`src/dataflowPkg.sv`:
```
`default_nettype none

package dataflowPkg;

  // Register file size, fixed by the 2-bit index
  localparam int REG_COUNT = 4;

  // Register number R0 to R3
  typedef logic [1:0] regIdx_t;

  // Operation codes
  // Codes above OUT are unused and act as NOP
  typedef enum logic [3:0] {
    NOP   = 4'h0,
    LOADI = 4'h1,
    INPUT = 4'h2,
    MOVE  = 4'h3,
    ADD   = 4'h4,
    SUB   = 4'h5,
    AND   = 4'h6,
    OR    = 4'h7,
    XOR   = 4'h8,
    OUT   = 4'h9
  } opcode_t;

  // Register form, two sources and a destination
  typedef struct packed {
    opcode_t    opcode;
    regIdx_t    dst;
    regIdx_t    srcA;
    regIdx_t    srcB;
    logic [5:0] pad;
  } regForm_t;

  // Immediate form, destination plus an 8-bit constant
  typedef struct packed {
    opcode_t    opcode;
    regIdx_t    dst;
    logic [1:0] pad;
    logic [7:0] imm;
  } immForm_t;

  // One 16-bit word, two readings
  // Opcode sits in bits 15 to 12 in both
  typedef union packed {
    regForm_t regForm;
    immForm_t immForm;
  } instr_t;

  // Decoded control handed from decode to execute
  typedef struct packed {
    logic       valid;
    opcode_t    op;
    regIdx_t    dst;
    regIdx_t    srcA;
    regIdx_t    srcB;
    logic [7:0] imm;
    // Destination register gets loaded
    logic       writeReg;
    // Load from dataIn instead of the ALU
    logic       useInput;
    // Drive bus A out on the output port
    logic       emitOut;
  } execCtrl_t;

endpackage

`default_nettype wire

```
`src/busRegister.sv`:
```
`timescale 1ns/100ps
`default_nettype none

// Byte register sitting between several buses
// Loads from any enabled input, drives any enabled output
module busRegister
#(
  parameter int         INPUT_COUNT  = 1,
  parameter int         OUTPUT_COUNT = 1,
  parameter logic [7:0] RESET_VALUE  = 8'h00
)
(
  input  logic                      clk,
  input  logic                      nrst,
  input  logic [8*INPUT_COUNT-1:0]  busInputs,
  input  logic [INPUT_COUNT-1:0]    readEnable,
  output logic [8*OUTPUT_COUNT-1:0] busOutputs,
  input  logic [OUTPUT_COUNT-1:0]   writeEnable
);

  logic [7:0] currentState;
  logic [7:0] nextState;
  // OR of all enabled input lanes
  logic [7:0] mergedInput;

  // Gate each input lane by its read enable
  // Several enables at once give the bitwise OR
  always_comb
  begin
    mergedInput = 8'h00;
    for (int i = 0; i < INPUT_COUNT; i++)
    begin
      if (readEnable[i])
      begin
        mergedInput = mergedInput | busInputs[8*i +: 8];
      end
    end
  end

  // Load on any enable, otherwise hold
  always_comb
  begin
    if (|readEnable)
    begin
      nextState = mergedInput;
    end
    else
    begin
      nextState = currentState;
    end
  end

  // State register
  always_ff @(posedge clk, negedge nrst)
  begin
    if (!nrst)
    begin
      currentState <= RESET_VALUE;
    end
    else
    begin
      currentState <= nextState;
    end
  end

  // Output lanes, zero when not enabled so they can share a bus
  generate
    for (genvar i = 0; i < OUTPUT_COUNT; i++)
    begin : gOutLane
      assign busOutputs[8*i +: 8] = writeEnable[i] ? currentState : 8'h00;
    end
  endgenerate

endmodule

`default_nettype wire

```
`src/dataflowTop.sv`:
```
`timescale 1ns/100ps
`default_nettype none

// Two-stage bus datapath
// Decode on the first edge, execute and write back on the second
module dataflowTop
  import dataflowPkg::*;
#(
  // Value every register takes at reset
  parameter logic [7:0] RESET_VALUE = 8'hAA
)
(
  input  logic       clk,
  input  logic       nrst,
  input  logic       instrValid,
  input  instr_t     instrWord,
  input  logic [7:0] dataIn,
  output logic       outValid,
  output logic [7:0] outData
);

  // Registered control between the stages
  execCtrl_t ctrl;

  instrDecode u_instrDecode (
    .clk       (clk),
    .nrst      (nrst),
    .instrValid(instrValid),
    .instrWord (instrWord),
    .ctrl      (ctrl)
  );

  executeStage #(
    .RESET_VALUE(RESET_VALUE)
  ) u_executeStage (
    .clk     (clk),
    .nrst    (nrst),
    .ctrl    (ctrl),
    .dataIn  (dataIn),
    .outValid(outValid),
    .outData (outData)
  );

endmodule

`default_nettype wire

```
`src/executeStage.sv`:
```
`timescale 1ns/100ps
`default_nettype none

// Stage 2
// Register file on two ORed operand buses, ALU, write-back and output port
module executeStage
  import dataflowPkg::*;
#(
  parameter logic [7:0] RESET_VALUE = 8'hAA
)
(
  input  logic       clk,
  input  logic       nrst,
  input  execCtrl_t  ctrl,
  input  logic [7:0] dataIn,
  output logic       outValid,
  output logic [7:0] outData
);

  // One-hot output enables onto bus A and bus B
  logic [REG_COUNT-1:0] selA;
  logic [REG_COUNT-1:0] selB;
  // Destination register of a writing instruction
  logic [REG_COUNT-1:0] loadSel;
  // Per register, lane 0 loads the ALU, lane 1 loads dataIn
  logic [REG_COUNT-1:0][1:0] regRead;

  // Gated register lanes feeding each bus
  logic [REG_COUNT-1:0][7:0] laneA;
  logic [REG_COUNT-1:0][7:0] laneB;

  logic [7:0] busA;
  logic [7:0] busB;
  logic [7:0] aluResult;

  // Index decode, nothing is selected on an idle cycle
  always_comb
  begin
    for (int i = 0; i < REG_COUNT; i++)
    begin
      selA[i]    = ctrl.valid && (ctrl.srcA == regIdx_t'(i));
      selB[i]    = ctrl.valid && (ctrl.srcB == regIdx_t'(i));
      loadSel[i] = ctrl.valid && ctrl.writeReg && (ctrl.dst == regIdx_t'(i));
      regRead[i][0] = loadSel[i] && !ctrl.useInput;
      regRead[i][1] = loadSel[i] && ctrl.useInput;
    end
  end

  // Register file, each register sees both buses and both load sources
  generate
    for (genvar i = 0; i < REG_COUNT; i++)
    begin : gReg
      busRegister #(
        .INPUT_COUNT (2),
        .OUTPUT_COUNT(2),
        .RESET_VALUE (RESET_VALUE)
      ) u_busRegister (
        .clk        (clk),
        .nrst       (nrst),
        .busInputs  ({dataIn, aluResult}),
        .readEnable (regRead[i]),
        .busOutputs ({laneB[i], laneA[i]}),
        .writeEnable({selB[i], selA[i]})
      );
    end
  endgenerate

  // Operand bus A
  internalBus #(
    .DRIVER_COUNT(REG_COUNT)
  ) u_busA (
    .busInputs(laneA),
    .busOutput(busA)
  );

  // Operand bus B
  internalBus #(
    .DRIVER_COUNT(REG_COUNT)
  ) u_busB (
    .busInputs(laneB),
    .busOutput(busB)
  );

  // ALU, all results wrap modulo 256
  always_comb
  begin
    case (ctrl.op)
      LOADI:   aluResult = ctrl.imm;
      MOVE:    aluResult = busA;
      ADD:     aluResult = busA + busB;
      SUB:     aluResult = busA - busB;
      AND:     aluResult = busA & busB;
      OR:      aluResult = busA | busB;
      XOR:     aluResult = busA ^ busB;
      // INPUT loads through the dataIn lane instead
      default: aluResult = 8'h00;
    endcase
  end

  // Output port, one-cycle pulse per OUT
  always_ff @(posedge clk, negedge nrst)
  begin
    if (!nrst)
    begin
      outValid <= 1'b0;
      outData  <= 8'h00;
    end
    else
    begin
      outValid <= ctrl.valid && ctrl.emitOut;
      // Byte stays put between pulses
      if (ctrl.valid && ctrl.emitOut)
      begin
        outData <= busA;
      end
    end
  end

endmodule

`default_nettype wire

```
`src/instrDecode.sv`:
```
`timescale 1ns/100ps
`default_nettype none

// Stage 1
// Samples the instruction word and registers the decoded control
module instrDecode
  import dataflowPkg::*;
(
  input  logic      clk,
  input  logic      nrst,
  input  logic      instrValid,
  input  instr_t    instrWord,
  output execCtrl_t ctrl
);

  // Control decoded from the incoming word, before the register
  execCtrl_t decoded;

  always_comb
  begin
    decoded       = '0;
    decoded.valid = instrValid;
    decoded.op    = instrWord.regForm.opcode;

    // Register indices through the register view
    decoded.dst  = instrWord.regForm.dst;
    decoded.srcA = instrWord.regForm.srcA;
    decoded.srcB = instrWord.regForm.srcB;

    // Constant through the immediate view of the same bits
    decoded.imm = instrWord.immForm.imm;

    case (instrWord.regForm.opcode)
      LOADI, MOVE, ADD, SUB, AND, OR, XOR:
      begin
        decoded.writeReg = 1'b1;
      end
      INPUT:
      begin
        // Result comes from dataIn, not the ALU
        decoded.writeReg = 1'b1;
        decoded.useInput = 1'b1;
      end
      OUT:
      begin
        decoded.emitOut = 1'b1;
      end
      default:
      begin
        // NOP and unused codes touch nothing
        decoded.writeReg = 1'b0;
      end
    endcase
  end

  // Pipeline register between decode and execute
  always_ff @(posedge clk, negedge nrst)
  begin
    if (!nrst)
    begin
      ctrl <= '0;
    end
    else
    begin
      ctrl <= decoded;
    end
  end

endmodule

`default_nettype wire

```
`src/internalBus.sv`:
```
`timescale 1ns/100ps
`default_nettype none

// Shared byte bus
// Every driver gates itself to zero when idle, so the bus is a plain OR
module internalBus
#(
  parameter int DRIVER_COUNT = 2
)
(
  input  logic [8*DRIVER_COUNT-1:0] busInputs,
  output logic [7:0]                busOutput
);

  // Running OR, lane i holds drivers 0 through i combined
  logic [8*DRIVER_COUNT-1:0] orChain;

  // Base of the chain is the first driver
  assign orChain[7:0] = busInputs[7:0];

  generate
    for (genvar i = 1; i < DRIVER_COUNT; i++)
    begin : gOrChain
      // Fold driver i into the lanes before it
      assign orChain[8*i+7:8*i] = orChain[8*i-1:8*i-8] | busInputs[8*i+7:8*i];
    end
  endgenerate

  // Top lane carries every driver, zero if none is active
  assign busOutput = orChain[8*DRIVER_COUNT-1:8*DRIVER_COUNT-8];

endmodule

`default_nettype wire

```
`config.mk`:
```
export PLATFORM = sky130hd
export DESIGN_NAME = dataflowTop
export DESIGN_NICKNAME = d
export VERILOG_FILES = /design/src/dataflowPkg.sv /design/src/busRegister.sv /design/src/dataflowTop.sv /design/src/executeStage.sv /design/src/instrDecode.sv /design/src/internalBus.sv
export SDC_FILE = /design/constraint.sdc
export NUM_CORES = 1
export LEC_CHECK = 0
export ABC_AREA = 1
export BUFFER_PORTS_ARGS = -buffer_cell sky130_fd_sc_hd__buf_2
export CORE_AREA = 2 2 98 100
export CTS_CLUSTER_DIAMETER = 100
export DETAILED_ROUTE_END_ITERATION = 12
export DIE_AREA = 0 0 100 102
export GPL_TIMING_DRIVEN = 0
export PLACE_DENSITY = 0.68
export SLEW_MARGIN = 20
export SYNTH_ARGS = -nofsm -noshare
export SYNTH_HDL_FRONTEND = slang
export SYNTH_SLANG_ARGS = --single-unit
```
`constraint.sdc`:
```
create_clock -name clk -period 2.73 [get_ports clk]
set_input_delay 0.6825 -clock clk [delete_from_list [all_inputs] [get_ports clk]]
set_output_delay 0.6825 -clock clk [all_outputs]
set_load 0.05 [all_outputs]
```
==> out/metrics.sh, run 1 <==
OUTCOME='complete, but fails checks'
FAILING_CHECKS='setup timing'
ROUTED_VIA_DENSITY=5.57
WL_PER_CELL_UM=17.1
CHIPHEIGHT_UM=102
CP_SLOWEST_CELL='dfrtp_2'
YS_DOMINANT_REG_CELL='dfrtp_1'
TOP_USAGE_LAYER='met2'
NUM_VIAS=3880
GRT_PASS1_WL_UM=19200
MAX_FREQ_MHz=340
DIE_WIDTH_UM=100
PORT-BUFFER-COUNT=35
POSTLAYOUTSETUPSLACKWORST_NS=-0.207
SYNTHESIS.YOSYS.WARNINGS=0
CRIT-REG2REG-LAUNCH='u_instrDecode.ctrl[11]'
GRT_UTIL_MET2_PCT=40.2
POSTSYNTHREGISTERBITS=61
PIN_COUNT=36
DP_HPWL_UM=8460
INITIAL_UTILIZATION_PCT=43.9
SLOWEST_DELAY_NS=0.48
HEADROOM_TO_THE_MAX_SLEW_LIMIT_PCT=32.1
ANTENNA_FOUND_INITIAL=0
ROUTE.ANTENNA.REMAINING_NETS=0
PLACE_INST=657
FIRST_ITER_VIOLATIONS=335
PATH_CLK_SLEW_NS=0.07
DESIGN_AREA_MM2=0.00498
TIMING.REG2REG.WORST_PATH_DEPTH=18
GLOBAL_ROUTE.USAGE.MET1_PCT=32.6
WORST-R2R-SETUP-SLACK_NS=-0.21
GROUTE.USAGE.OVERALL_PCT=24.5
IR_WORST_VDD_uV=380
INSERTION_DELAY_OF_THE_LATER_CLOCKED_PIN_IN_THE_WORST_SKEW_PAIR_NS=0.36
POWER.DENSITY_CELL_AREA_mW_PER_MM2=672
WORSTPATHCELLLIST='inv_2 > nand4_1 > o21ai_4 > nor2_8 > a21oi_2 > xor2_1 > ha_1 > nand2_2 > nand2_2 > a21oi_2 > nor2_2 > o21ai_1 > nand2_1 > or2_4 > nand3_4 > nand2_4 > nand2_2 > nand3_2'
LARGEST_NET_DEGREE_AT_THE_START_OF_GLOBAL_ROUTING=62
GR-TOTAL-OVERFLOW=0
ROUTE.FINAL.WIRE_LENGTH_UM=11900
SYNTH_ENABLE_FLOP_CELLS=0
GRT_SETUP_UNREPAIRED='true'
FINALHOLDVIOLCOUNT=0
CRITPATHREQUIREDTIME_NS=2.97
POSTSYNTHAREAPERCELL_UM2=7.83
WORST-SETUP-PATH-TYPE='register to register'
GP_ROUTABILITY_CONGESTION=0.959
FP.COREAREA_MM2=0.00911
TIMING.MAX_CAP.VIOLATIONS=0
CRITICAL_PATH_BUF_INV_COUNT=1
CRITICAL-PATH-TOP-CELL-BY-COUNT='nand2_2'
SYNTH_NET_COUNT=560
CP-STARTPOINT='u_instrDecode.ctrl[11]'
WORSTSETUPSTARTPOINTTYPE='register'
SYNTH_AREA_MM2=0.00400
DRT_PRE_ANTENNA_ITERS=5
SYNTH_CELLS=511
YS_TYPES=37
CTS_SINKS=61
PATH_MAX_FANOUT=8
TIMING.CRITICAL_PATH.TO_TYPE='register'
CRIT_CELLS=18
CTS.HOLD.BUFFERS_ADDED=0
ROW_COUNT=35
CLOCK_SKEW_NS=0.0109
CTS_BUFFER_DEPTH=2
TIMING.HOLD.WORST.CLASS='input pin to asynchronous set/reset pin'
ASYNC_RESET_FF_SHARE_PCT=100
FINAL_LAYOUT_SIZE_SUFFIX_GT1_SHARE_PCT=30.8
CTS_TREE='done'
POWER.LEAKAGE_nW=2.38
FRACTION_OF_THE_YOSYS_AREA_TAKEN_BY_SEQUENTIAL_CELLS_PCT=38.7
TIGHTEST_SLEW_NS=1.01
CTS_MAX_LEVEL=3
NUM-NETS-FINAL=629
DRCVIOLATIONCOUNT=0
FIRST_GLOBAL_VIAS=3722
ANTENNA_CELLS_INSERTED=0
POST-ROUTE-MIN-PERIOD_NS=2.94
FIN_CRIT_SH_PCT=108
MET3_RESOURCE_USE_GR_PCT=4.79
FINALSETUPVIOLATIONS=20
AREA_GROWTH_SYN_TO_LAYOUT_PCT=24.5
MAXSLEWVIOLCOUNT=0
FINISH.UTILIZATION_PCT=54.7
DIEAREA_MM2=0.0102
LAYOUT.CELLS.NON_FILLER=696
CTS_ROOT_BUF='clkbuf_8'
TIMING.CRITICAL_PATH.ARRIVAL_NS=3.18
DPL-INSTANCE-AREA_MM2=0.00436
CATEGORY_OF_CELLS_ACCOUNTING_FOR_THE_LARGEST_SHARE_OF_CRITICAL_PATH_DELAY='simple AND/OR/NAND/NOR gates'
NUMCTSBUFFERS=9
[report_power, final]
part / leakage [nW] / total (mW) / switching (mW) / internal (mW)
logic: 1.55 / 1.25 / 0.770 / 0.476
registers: 0.727 / 1.26 / 0.137 / 1.12
clock network: 0.102 / 0.843 / 0.372 / 0.471
total: 2.38 / 3.34 / 1.28 / 2.07
[cells by family after synthesis]
| group | share of synthesized area (%) |
|---|---|
| buffers and inverters | 9.01 |
| AOI/OAI and AO/OA | 13.7 |
| DFF | 38.7 |
| and+or+nand+nor | 29.8 |
| xor gates and xnor gates | 1.75 |
| adders and majority gates | 7.07 |
[per-stage QoR]
| step | setup WS (ns) | power [mW] | setup TNS, ns | hold slack (ns) |
|---|---|---|---|---|
| finish | -0.207 | 3.34 | -2.72 | 0.404 |
| global placement | -0.492 | 2.23 | -6.75 | 0.465 |
| floorplan | 0.0460 | 1.96 | 0 | 0.387 |
| CTS | -0.138 | 3.26 | -1.50 | 0.418 |
| global route | -0.353 | 3.55 | -5.54 | 0.410 |
| detailed placement | -0.493 | 2.26 | -8.07 | 0.468 |
[worst min-delay path by stage]
stage	from	endpoint	slack, ns	cells past startpoint
after floorplan	nrst	asynchronous set/reset pin	0.39	0
after global placement	u_executeStage.outData[7]	u_executeStage.outData[7]	0.46	2
after detailed placement	u_executeStage.outData[2]	u_executeStage.outData[2]	0.47	2
after CTS	nrst	u_instrDecode.ctrl[0]	0.42	1
after global routing	instrWord[10]	u_instrDecode.ctrl[15]	0.41	1
final	nrst	u_instrDecode.ctrl[1]	0.40	1
[worst register-to-register path, delay by kind of cell, from the launching register on]
family,cells,cell delay (ns)
DFF,1,0.48
and+or+nand+nor,11,1.11
adders and majority gates,1,0.30
AOI/OAI and AO/OA,4,0.58
xor gates and xnor gates,1,0.20
buffers and inverters,1,0.18
[metal layers]
metal	part of all wire (%)	vias up
met5	0	-
met4	3.1	0
met3	5.6	29
met2	48	158
met1	43	1853
li1	-	1840
[sequential cells by signal, summed over array words and instances (netlist names)]
register / cells
u_executeStage.gReg.u_busRegister.currentState: 32
u_instrDecode.ctrl: 20
u_executeStage.outData: 8
u_executeStage.outValid: 1
[cells in the mapped netlist, types with 4 or more instances]
library cell | instances | area share (%)
a221oi_1 | 6 | 1.3
nand3_2 | 4 | 1.0
o21ai_0 | 20 | 2.5
nand2_2 | 6 | 0.94
xor2_1 | 8 | 1.8
nand3_1 | 29 | 3.6
o211ai_1 | 13 | 2.4
a22oi_1 | 6 | 1.1
nand4_1 | 19 | 3.0
a21oi_1 | 13 | 1.6
nor2_4 | 6 | 1.7
o21ai_1 | 5 | 0.63
o22ai_1 | 7 | 1.1
o221ai_1 | 4 | 0.88
nor2_1 | 27 | 2.5
ha_1 | 21 | 6.6
o21ai_2 | 5 | 1.1
dfrtp_1 | 45 | 28
nand2_1 | 142 | 13
nor2_2 | 4 | 0.63
inv_1 | 77 | 7.2
dfstp_2 | 16 | 11
[layout make-up]
class | instances | area [µm²]
clock buffer | 11 | 151
clock inverter | 5 | 58.8
tap | 111 | 139
fill | 797 | 4130
multi-input combinational | 363 | 2350
buffer | 7 | 75.1
timing repair buffer | 58 | 350
sequential | 61 | 1550
inverter | 80 | 303
[layout by cell type, fill, tap and decap left out, types with 6 or more instances in the layout]
cell type / synthesis / final
nor2_4: 6 / 9
inv_1: 77 / 73
xor2_1: 8 / 7
nand3_2: 4 / 7
a21oi_1: 13 / 9
o21ai_2: 5 / 8
buf_4: 3 / 24
dfstp_2: 16 / 16
clkbuf_8: 0 / 11
nor2_1: 27 / 18
a22oi_1: 6 / 6
nand2_2: 6 / 13
nor2_2: 4 / 10
o22ai_1: 7 / 7
nand3_1: 29 / 21
ha_1: 21 / 19
dfrtp_1: 45 / 43
o211ai_1: 13 / 13
nand4_1: 19 / 19
o21ai_0: 20 / 15
buf_2: 0 / 34
nand2_1: 142 / 133
[timing repair]
action | in CTS | in global routing
gates resized for setup | 36 | 22
setup buffers | 16 | 7
endpoints found under the setup margin | 28 | 28
pin swaps | 20 | 13
Power figures use the tool's default switching activity.
==> run 2, diff against run 1 <==
Clock period 2.73 ns to 2.56 ns, I/O delays scaled along.
==> run 2 against run 1 <==
Against the previous run:
- the flow still finishes with violations (setup timing)
- routed wire length down 1.7%
- cell count down 0.57%
- sequential power up 6%
- worst setup slack worse by 0.15 ns
- sequential share of layout area up 0.055 points
- final area down 0.18%
- via count down 0.59%
- count of clock-buffer cells in the layout unchanged
- non-clock buffer count down 4
- clock power up 7.1%
==> out/metrics.sh, run 2 (same netlist as run 1, synthesis figures left out) <==
OUTCOME='complete, but fails checks'
FAILING_CHECKS='setup timing'
ANTENNA_FOUND_INITIAL=0  # unchanged
CTS_ROOT_BUF='clkbuf_8'
AREA_GROWTH_SYN_TO_LAYOUT_PCT=24.3
DRCVIOLATIONCOUNT=0  # unchanged
WORST-SETUP-PATH-TYPE='register to register'
LARGEST_NET_DEGREE_AT_THE_START_OF_GLOBAL_ROUTING=62  # unchanged
TIMING.HOLD.WORST.CLASS='input pin to asynchronous set/reset pin'
CTS.HOLD.BUFFERS_ADDED=0  # unchanged
POWER.DENSITY_CELL_AREA_mW_PER_MM2=723  # +7.6%
WORSTPATHCELLLIST='buf_6 > buf_8 > nand4_1 > nand2_2 > nor2_4 > nor2_4 > xor2_2 > fa_2 > nand2_2 > nand2_2 > a21oi_4 > nor2_4 > o21ai_1 > nand2_1 > or2_4 > nand3_4 > nand2_4 > nand2_2 > nand3_2'
FF_LATCH_AREA_MM2=0.00155  # unchanged
GRT_PASS1_WL_UM=18800  # -2.3%
FILL_CELL_COUNT=821  # +3.0%
ROUTED_VIA_DENSITY=5.57  # about the same
POWER_FRAC_CLOCK_PCT=25.1  # about the same
POWER.LEAKAGE_nW=2.38  # about the same
COMBINATIONAL_SHARE_OF_POWER_PCT=37.7  # +0.4 points
FINALHOLDVIOLCOUNT=0  # unchanged
TIMING.REG2REG.WORST_PATH_DEPTH=19  # +1
FINISH.UTILIZATION_PCT=54.6  # -0.096 points
CTS_TREE='done'
REGISTERS_WITH_THE_MOST_FLIP_FLOPS='u_executeStage.gReg.u_busRegister.currentState (32), u_instrDecode.ctrl (20), u_executeStage.outData (8)'
CTS_SINKS=61  # unchanged
CTS_BUFFER_DEPTH=2  # unchanged
CRITPATHREQUIREDTIME_NS=2.79  # -0.18 ns
MAXSLEWVIOLCOUNT=0  # unchanged
POST-ROUTE-MIN-PERIOD_NS=2.92  # -0.0185 ns
SW_FRAC_OF_TOTAL_PCT=37.2  # -1.0 points
FIRST_GLOBAL_VIAS=3692  # -0.81%
TIMING.MAX_CAP.VIOLATIONS=0  # unchanged
DP_HPWL_UM=8570  # +1.2%
SLOWEST_DELAY_NS=0.38  # -0.10 ns
WORST-R2R-SETUP-SLACK_NS=-0.36  # -0.15 ns
FP.COREAREA_MM2=0.00911  # unchanged
ROUTE.FINAL.WIRE_LENGTH_UM=11700  # -1.7%
DPL-INSTANCE-AREA_MM2=0.00437  # +0.34%
ROUTE.ANTENNA.REMAINING_NETS=0  # unchanged
POSTLAYOUTSETUPSLACKWORST_NS=-0.358  # -0.152 ns
FIRST_ITER_VIOLATIONS=273  # -19%
POWER.SEQUENTIAL.FRACTION_PCT=37.2  # -0.3 points
FLIP_FLOP_COUNT_OF_THE_LARGEST_REGISTER_ALL_COPIES_AND_WORDS_ADDED=32  # unchanged
TIMING.CRITICAL_PATH.ARRIVAL_NS=3.14  # -0.04 ns
DRT_PRE_ANTENNA_ITERS=5  # unchanged
CP_SLOWEST_CELL='dfrtp_1'
DIE_WIDTH_UM=100  # unchanged
HEADROOM_TO_THE_MAX_SLEW_LIMIT_PCT=43.0  # +11 points
GRT_SETUP_UNREPAIRED='true'
FIN_CRIT_SH_PCT=114  # +6.4 points
CRITICAL-PATH-TOP-CELL-BY-COUNT='nand2_2'
INTPOWER_mW=2.26  # +9.2%
FINAL_LAYOUT_SIZE_SUFFIX_GT1_SHARE_PCT=30.3  # -0.48 points
ANTENNA_CELLS_INSERTED=0  # unchanged
WORSTSETUPSTARTPOINTTYPE='register'
SW_PWR_mW=1.34  # +4.5%
FINALSETUPVIOLATIONS=27  # +35%
NUMCTSBUFFERS=9  # unchanged
MOST_COMMON_CELL_AFTER_LAYOUT_FILL_AND_TAPS_ASIDE='nand2_1'
NUM_VIAS=3857  # -0.59%
CP-STARTPOINT='u_instrDecode.ctrl[21]'
WL_PER_CELL_UM=16.9  # -1.2%
GR-TOTAL-OVERFLOW=0  # unchanged
CRIT-REG2REG-LAUNCH='u_instrDecode.ctrl[21]'
PORT-BUFFER-COUNT=35  # unchanged
TIGHTEST_SLEW_NS=0.849  # -0.162 ns
NUM-NETS-FINAL=625  # -0.64%
MULTI_INPUT_AREA_MM2=0.00237  # +0.80%
PLACE_WORST_SETUP_SLACK_NS=-0.602  # -0.109 ns
ROW_COUNT=35  # unchanged
MAX_FREQ_MHz=343  # +0.63%
CLOCK_SKEW_NS=0.00942  # -0.00152 ns
PIN_COUNT=36  # unchanged
INSERTION_DELAY_OF_THE_LATER_CLOCKED_PIN_IN_THE_WORST_SKEW_PAIR_NS=0.33  # -0.03 ns
CHIPHEIGHT_UM=102  # unchanged
MAX_FLOP_REGISTER='u_executeStage.gReg.u_busRegister.currentState'
GROUTE.USAGE.OVERALL_PCT=23.6  # -0.93 points
DIEAREA_MM2=0.0102  # unchanged
TIMING.CRITICAL_PATH.TO_TYPE='register'
DESIGN_AREA_MM2=0.00497  # -0.18%
PATH_MAX_FANOUT=10  # +2
CTS_MAX_LEVEL=3  # unchanged
FINAL.HOLD.WORST_SLACK_NS=0.357  # -0.0479 ns
FINAL_CELL_MIX='132 x nand2_1, 72 x inv_1, 43 x dfrtp_1'
GP_ROUTABILITY_CONGESTION=1.02  # +6.1%
IR_WORST_VDD_uV=267  # -30%
PATH_CLK_SLEW_NS=0.07  # about the same
TOTALNEGATIVESETUPSLACK_NS=-6.72  # -4.00 ns
INITIAL_UTILIZATION_PCT=43.9  # unchanged
[run 2: power by group through the flow]
stage	clock, mW	sequential [mW]	combinational [mW]
finish	0.903	1.34	1.35
detailed placement	0	1.35	1.07
global placement	0	1.34	1.04
global route	0.966	1.35	1.48
floorplan	0	1.38	0.712
CTS	0.928	1.33	1.20
[run 2: final cells by class]
type                       count  area share, %
multi-input combinational    363           47.7
inverter                      80           6.14
buffer                         7           1.59
clock buffer                  11           2.64
timing repair buffer          54           6.44
tap                          111           2.79
clock inverter                 5           1.51
sequential                    61           31.2
[run 2: metrics by stage]
step           std cells  power (mW)
3_3_place_gp         657        2.39
6_report             692        3.59
2_1_floorplan        511        2.10
4_1_cts              686        3.46
5_1_grt              692        3.80
3_5_place_dp         657        2.42
[run 2: worst min-delay path by stage]
| stage | from | to | cells past startpoint |
|---|---|---|---|
| CTS | nrst | asynchronous set/reset pin | 1 |
| global placement | u_executeStage.outData[7] | u_executeStage.outData[7] | 2 |
| detailed placement | u_executeStage.outData[4] | u_executeStage.outData[4] | 2 |
| finish | nrst | asynchronous set/reset pin | 1 |
| floorplan | nrst | asynchronous set/reset pin | 0 |
| global route | instrWord[10] | u_instrDecode.ctrl[15] | 1 |
[run 2: what timing repair did]
action / in CTS / in global routing
hold endpoints to repair: 0 / 0
gates resized for setup: 30 / 26
pin swaps: 20 / 14
endpoints found under the setup margin: 28 / 28
buffers inserted: 13 / 6
[run 2: worst max-delay path: cells and delay by family, from the launching register on]
family / cells / cell delay (ns)
AOI/OAI and AO/OA: 2 / 0.29
xor gates and xnor gates: 1 / 0.17
adders and majority gates: 1 / 0.38
buffers and inverters: 2 / 0.29
DFF: 1 / 0.38
and+or+nand+nor: 13 / 1.31
[run 2: metal layers]
layer	vias up	routed length (µm)	GRT usage, %
li1	1821	-	-
met1	1865	5130	31.3
met2	146	5680	39.4
met3	25	613	3.56
met4	0	275	8.43
met5	-	0	0
==> run 3, diff against run 2 <==
Settings changed: CELL_PAD_IN_SITES_DETAIL_PLACEMENT from default to 2, CELL_PAD_IN_SITES_GLOBAL_PLACEMENT from default to 2, CORE_AREA 2 2 98 100 to 2 2 115 117, DIE_AREA 0 0 100 102 to 0 0 117 119, PLACE_DENSITY 0.68 to 0.79.
==> run 3 against run 2 <==
Against the previous run:
- the flow still finishes with violations (setup timing)
- critical path depth unchanged
- total power increased by 19%
- fmax down 10%
- largest cell class unchanged
- register-to-register slack got worse by 0.33 ns
- cell count up 12%
- non-clock buffer count rose by 18
- sequential share of layout area down 2.9 points
- clock power rose by 46%
==> out/metrics.sh, run 3 (same netlist as run 1, synthesis figures left out) <==
WORSTSETUPSTARTPOINTTYPE='register'
ROUTE.FINAL.WIRE_LENGTH_UM=17800  # +52%
WORSTPATHCELLLIST='buf_6 > buf_8 > nand4_1 > o21ai_4 > nor2_4 > nand3_4 > nor2_4 > a21oi_2 > xor2_1 > ha_1 > a21oi_2 > o21ai_1 > a31oi_1 > inv_1 > nand2_1 > nand3_2 > nand2_4 > nand2_2 > nand2_2'
HEADROOM_TO_THE_MAX_SLEW_LIMIT_PCT=50.6  # +7.7 points
FINAL_CELL_MIX='117 x nand2_1, 71 x inv_1, 41 x dfrtp_1'
FF_LATCH_AREA_MM2=0.00155  # +0.16%
CRITICAL_PATH_BUF_INV_COUNT=3  # +1
FILL_CELL_COUNT=1428  # +74%
GP_ROUTABILITY_CONGESTION=0.819  # -19%
DRT_PRE_ANTENNA_ITERS=4  # -1
CATEGORY_OF_CELLS_ACCOUNTING_FOR_THE_LARGEST_SHARE_OF_CRITICAL_PATH_DELAY='simple AND/OR/NAND/NOR gates'
WORST-SETUP-PATH-TYPE='register to register'
CTS.HOLD.BUFFERS_ADDED=0  # unchanged
ANTENNA_CELLS_INSERTED=0  # unchanged
TIGHTEST_SLEW_NS=0.738  # -0.111 ns
DIEAREA_MM2=0.0139  # +37%
ROW_COUNT=42  # +20%
AREA_GROWTH_SYN_TO_LAYOUT_PCT=37.3
PORT-BUFFER-COUNT=35  # unchanged
GRT_SETUP_UNREPAIRED='true'
REGISTERS_WITH_THE_MOST_FLIP_FLOPS='u_executeStage.gReg.u_busRegister.currentState (32), u_instrDecode.ctrl (20), u_executeStage.outData (8)'
ROUTE.ANTENNA.REMAINING_NETS=0  # unchanged
FINISH.UTILIZATION_PCT=42.7  # -12 points
PATH_MAX_FANOUT=7  # -3
ROUTED_VIA_DENSITY=5.29  # -5.2%
PIN_COUNT=36  # unchanged
CTS_ROOT_BUF='clkbuf_16'
PATH_CLK_SLEW_NS=0.05  # -0.02 ns
FAILING_CHECKS='setup timing'
TIMING.MAX_CAP.VIOLATIONS=0  # unchanged
FP.COREAREA_MM2=0.0129  # +41%
MAXSLEWVIOLCOUNT=0  # unchanged
SLOWEST_DELAY_NS=0.40  # +0.02 ns
PLACE_INST=723  # +10%
LARGEST_NET_DEGREE_AT_THE_START_OF_GLOBAL_ROUTING=44  # -29%
GROUTE.USAGE.OVERALL_PCT=23.8  # +0.26 points
GRT_PASS1_WL_UM=24800  # +32%
CHIPHEIGHT_UM=119  # +17%
ANTENNA_FOUND_INITIAL=0  # unchanged
DRCVIOLATIONCOUNT=0  # unchanged
MAX_FREQ_MHz=307  # -10%
CTS_TREE='done'
MAX_FLOP_REGISTER='u_executeStage.gReg.u_busRegister.currentState'
POST-ROUTE-MIN-PERIOD_NS=3.25  # +0.335 ns
TOP_USAGE_LAYER='met2'
MET3_RESOURCE_USE_GR_PCT=4.43  # +0.87 points
DIE_WIDTH_UM=117  # +17%
REPORT.POWER.TOTAL_mW=4.27  # +19%
MULTI_INPUT_AREA_MM2=0.00251  # +5.7%
FINAL_LAYOUT_SIZE_SUFFIX_GT1_SHARE_PCT=37.6  # +7.3 points
POWER.LEAKAGE_nW=2.57  # +7.8%
WL_PER_CELL_UM=23.0  # +36%
CTS_SINKS=61  # unchanged
NUMCTSBUFFERS=9  # unchanged
FIRST_GLOBAL_VIAS=4557  # +23%
INITIAL_UTILIZATION_PCT=31.1  # -13 points
DP_HPWL_UM=11300  # +32%
CRITPATHREQUIREDTIME_NS=2.85  # +0.06 ns
CTS_BUFFER_DEPTH=2  # unchanged
OUTCOME='complete, but fails checks'
FINALSETUPVIOLATIONS=29  # +7.4%
FINAL.HOLD.WORST_SLACK_NS=0.183  # -0.173 ns
MOST_COMMON_CELL_AFTER_LAYOUT_FILL_AND_TAPS_ASIDE='nand2_1'
POSTLAYOUTSETUPSLACKWORST_NS=-0.693  # -0.335 ns
FIRST_ITER_VIOLATIONS=151  # -45%
GR-TOTAL-OVERFLOW=0  # unchanged
TIMING.CRITICAL_PATH.ARRIVAL_NS=3.54  # +0.40 ns
INSERTION_DELAY_OF_THE_LATER_CLOCKED_PIN_IN_THE_WORST_SKEW_PAIR_NS=0.34  # about the same
GLOBAL_ROUTE.USAGE.MET1_PCT=28.5  # -2.8 points
FINALHOLDVIOLCOUNT=0  # unchanged
LAYOUT.CELLS.NON_FILLER=775  # +12%
CLOCK_SKEW_NS=0.00697  # -0.00245 ns
CTS_MAX_LEVEL=3  # unchanged
FIN_CRIT_SH_PCT=127  # +13 points
CP_SLOWEST_CELL='dfrtp_1'
TIMING.HOLD.WORST.CLASS='input pin to asynchronous set/reset pin'
TIMING.CRITICAL_PATH.TO_TYPE='register'
POWER.DENSITY_CELL_AREA_mW_PER_MM2=777  # +7.4%
FLIP_FLOP_COUNT_OF_THE_LARGEST_REGISTER_ALL_COPIES_AND_WORDS_ADDED=32  # unchanged
NUM_VIAS=4097  # +6.2%
NUM-NETS-FINAL=643  # +2.9%
GRT_UTIL_MET2_PCT=42.1  # +2.6 points
IR_WORST_VDD_uV=419  # +57%
-- run 3: changes by cell type in the layout (fill, tap and decap cells not counted), moves of 8 or more --
| cell | delta |
|---|---|
| clkbuf_8 | -8 |
| nand2_1 | -15 |
| buf_4 | +12 |
| nand2_2 | +12 |
| clkbuf_16 | +9 |
-- run 3: power breakdown --
group          total (mW)  internal (mW)  switching (mW)
registers            1.36           1.19           0.167
clock network        1.32          0.872           0.452
logic                1.58          0.592           0.990
total                4.27           2.66            1.61
-- run 3: layer usage --
metal | part of all wire, % | wire length, µm | vias up
met4 | 3.3 | 582 | 0
met2 | 53 | 9460 | 90
met1 | 40 | 7140 | 2101
met3 | 3.4 | 604 | 39
met5 | 0 | 0 | -
li1 | - | - | 1867
-- run 3: worst register-to-register path: cells and delay by family (launching register included) --
kind | cells | cell delay, ns
compound gates | 5 | 0.68
xor+xnor | 1 | 0.27
fa+ha+maj | 1 | 0.33
buf+inv | 3 | 0.38
flops | 1 | 0.40
simple gates | 9 | 1.14
-- run 3: timing repair --
item                                    4_1_cts  5_1_grt
endpoints found under the setup margin       28       32
resized for setup                            44       62
setup buffers                                14       22
pin swaps                                    17       39
-- run 3: layout make-up --
cell class / instances / area share [%]
inverter: 80 / 5.60
tap: 176 / 4.01
multi-input combinational: 363 / 45.6
clock inverter: 5 / 1.34
sequential: 61 / 28.2
timing repair buffer: 72 / 9.16
buffer: 7 / 1.59
clock buffer: 11 / 4.42
-- run 3: path summary, 6_finish.rpt --
path	startpoint	to	slack, ns	cells after the start
worst max-delay path	u_instrDecode.ctrl[21]	register	-0.69	19
worst min-delay path	nrst	u_executeStage.outValid	0.18	1
worst max register to register	u_instrDecode.ctrl[21]	register	-0.69	19
worst min register to register	u_executeStage.outData[3]	u_executeStage.outData[3]	0.48	2
max in group asynchronous	nrst	asynchronous set/reset pin	1.81	2
min in group clk	instrWord[11]	u_instrDecode.ctrl[16]	0.40	1
-- run 3: through the flow --
| step | area [µm²] | TNS [ns] | worst slack, ns |
|---|---|---|---|
| floorplan | 4060 | -0.457 | -0.108 |
| global placement | 4450 | -11.54 | -0.563 |
| detailed placement | 4480 | -15.15 | -0.717 |
| CTS | 5120 | -8.07 | -0.457 |
| global route | 5490 | -15.79 | -0.735 |
| finish | 5490 | -12.23 | -0.693 |
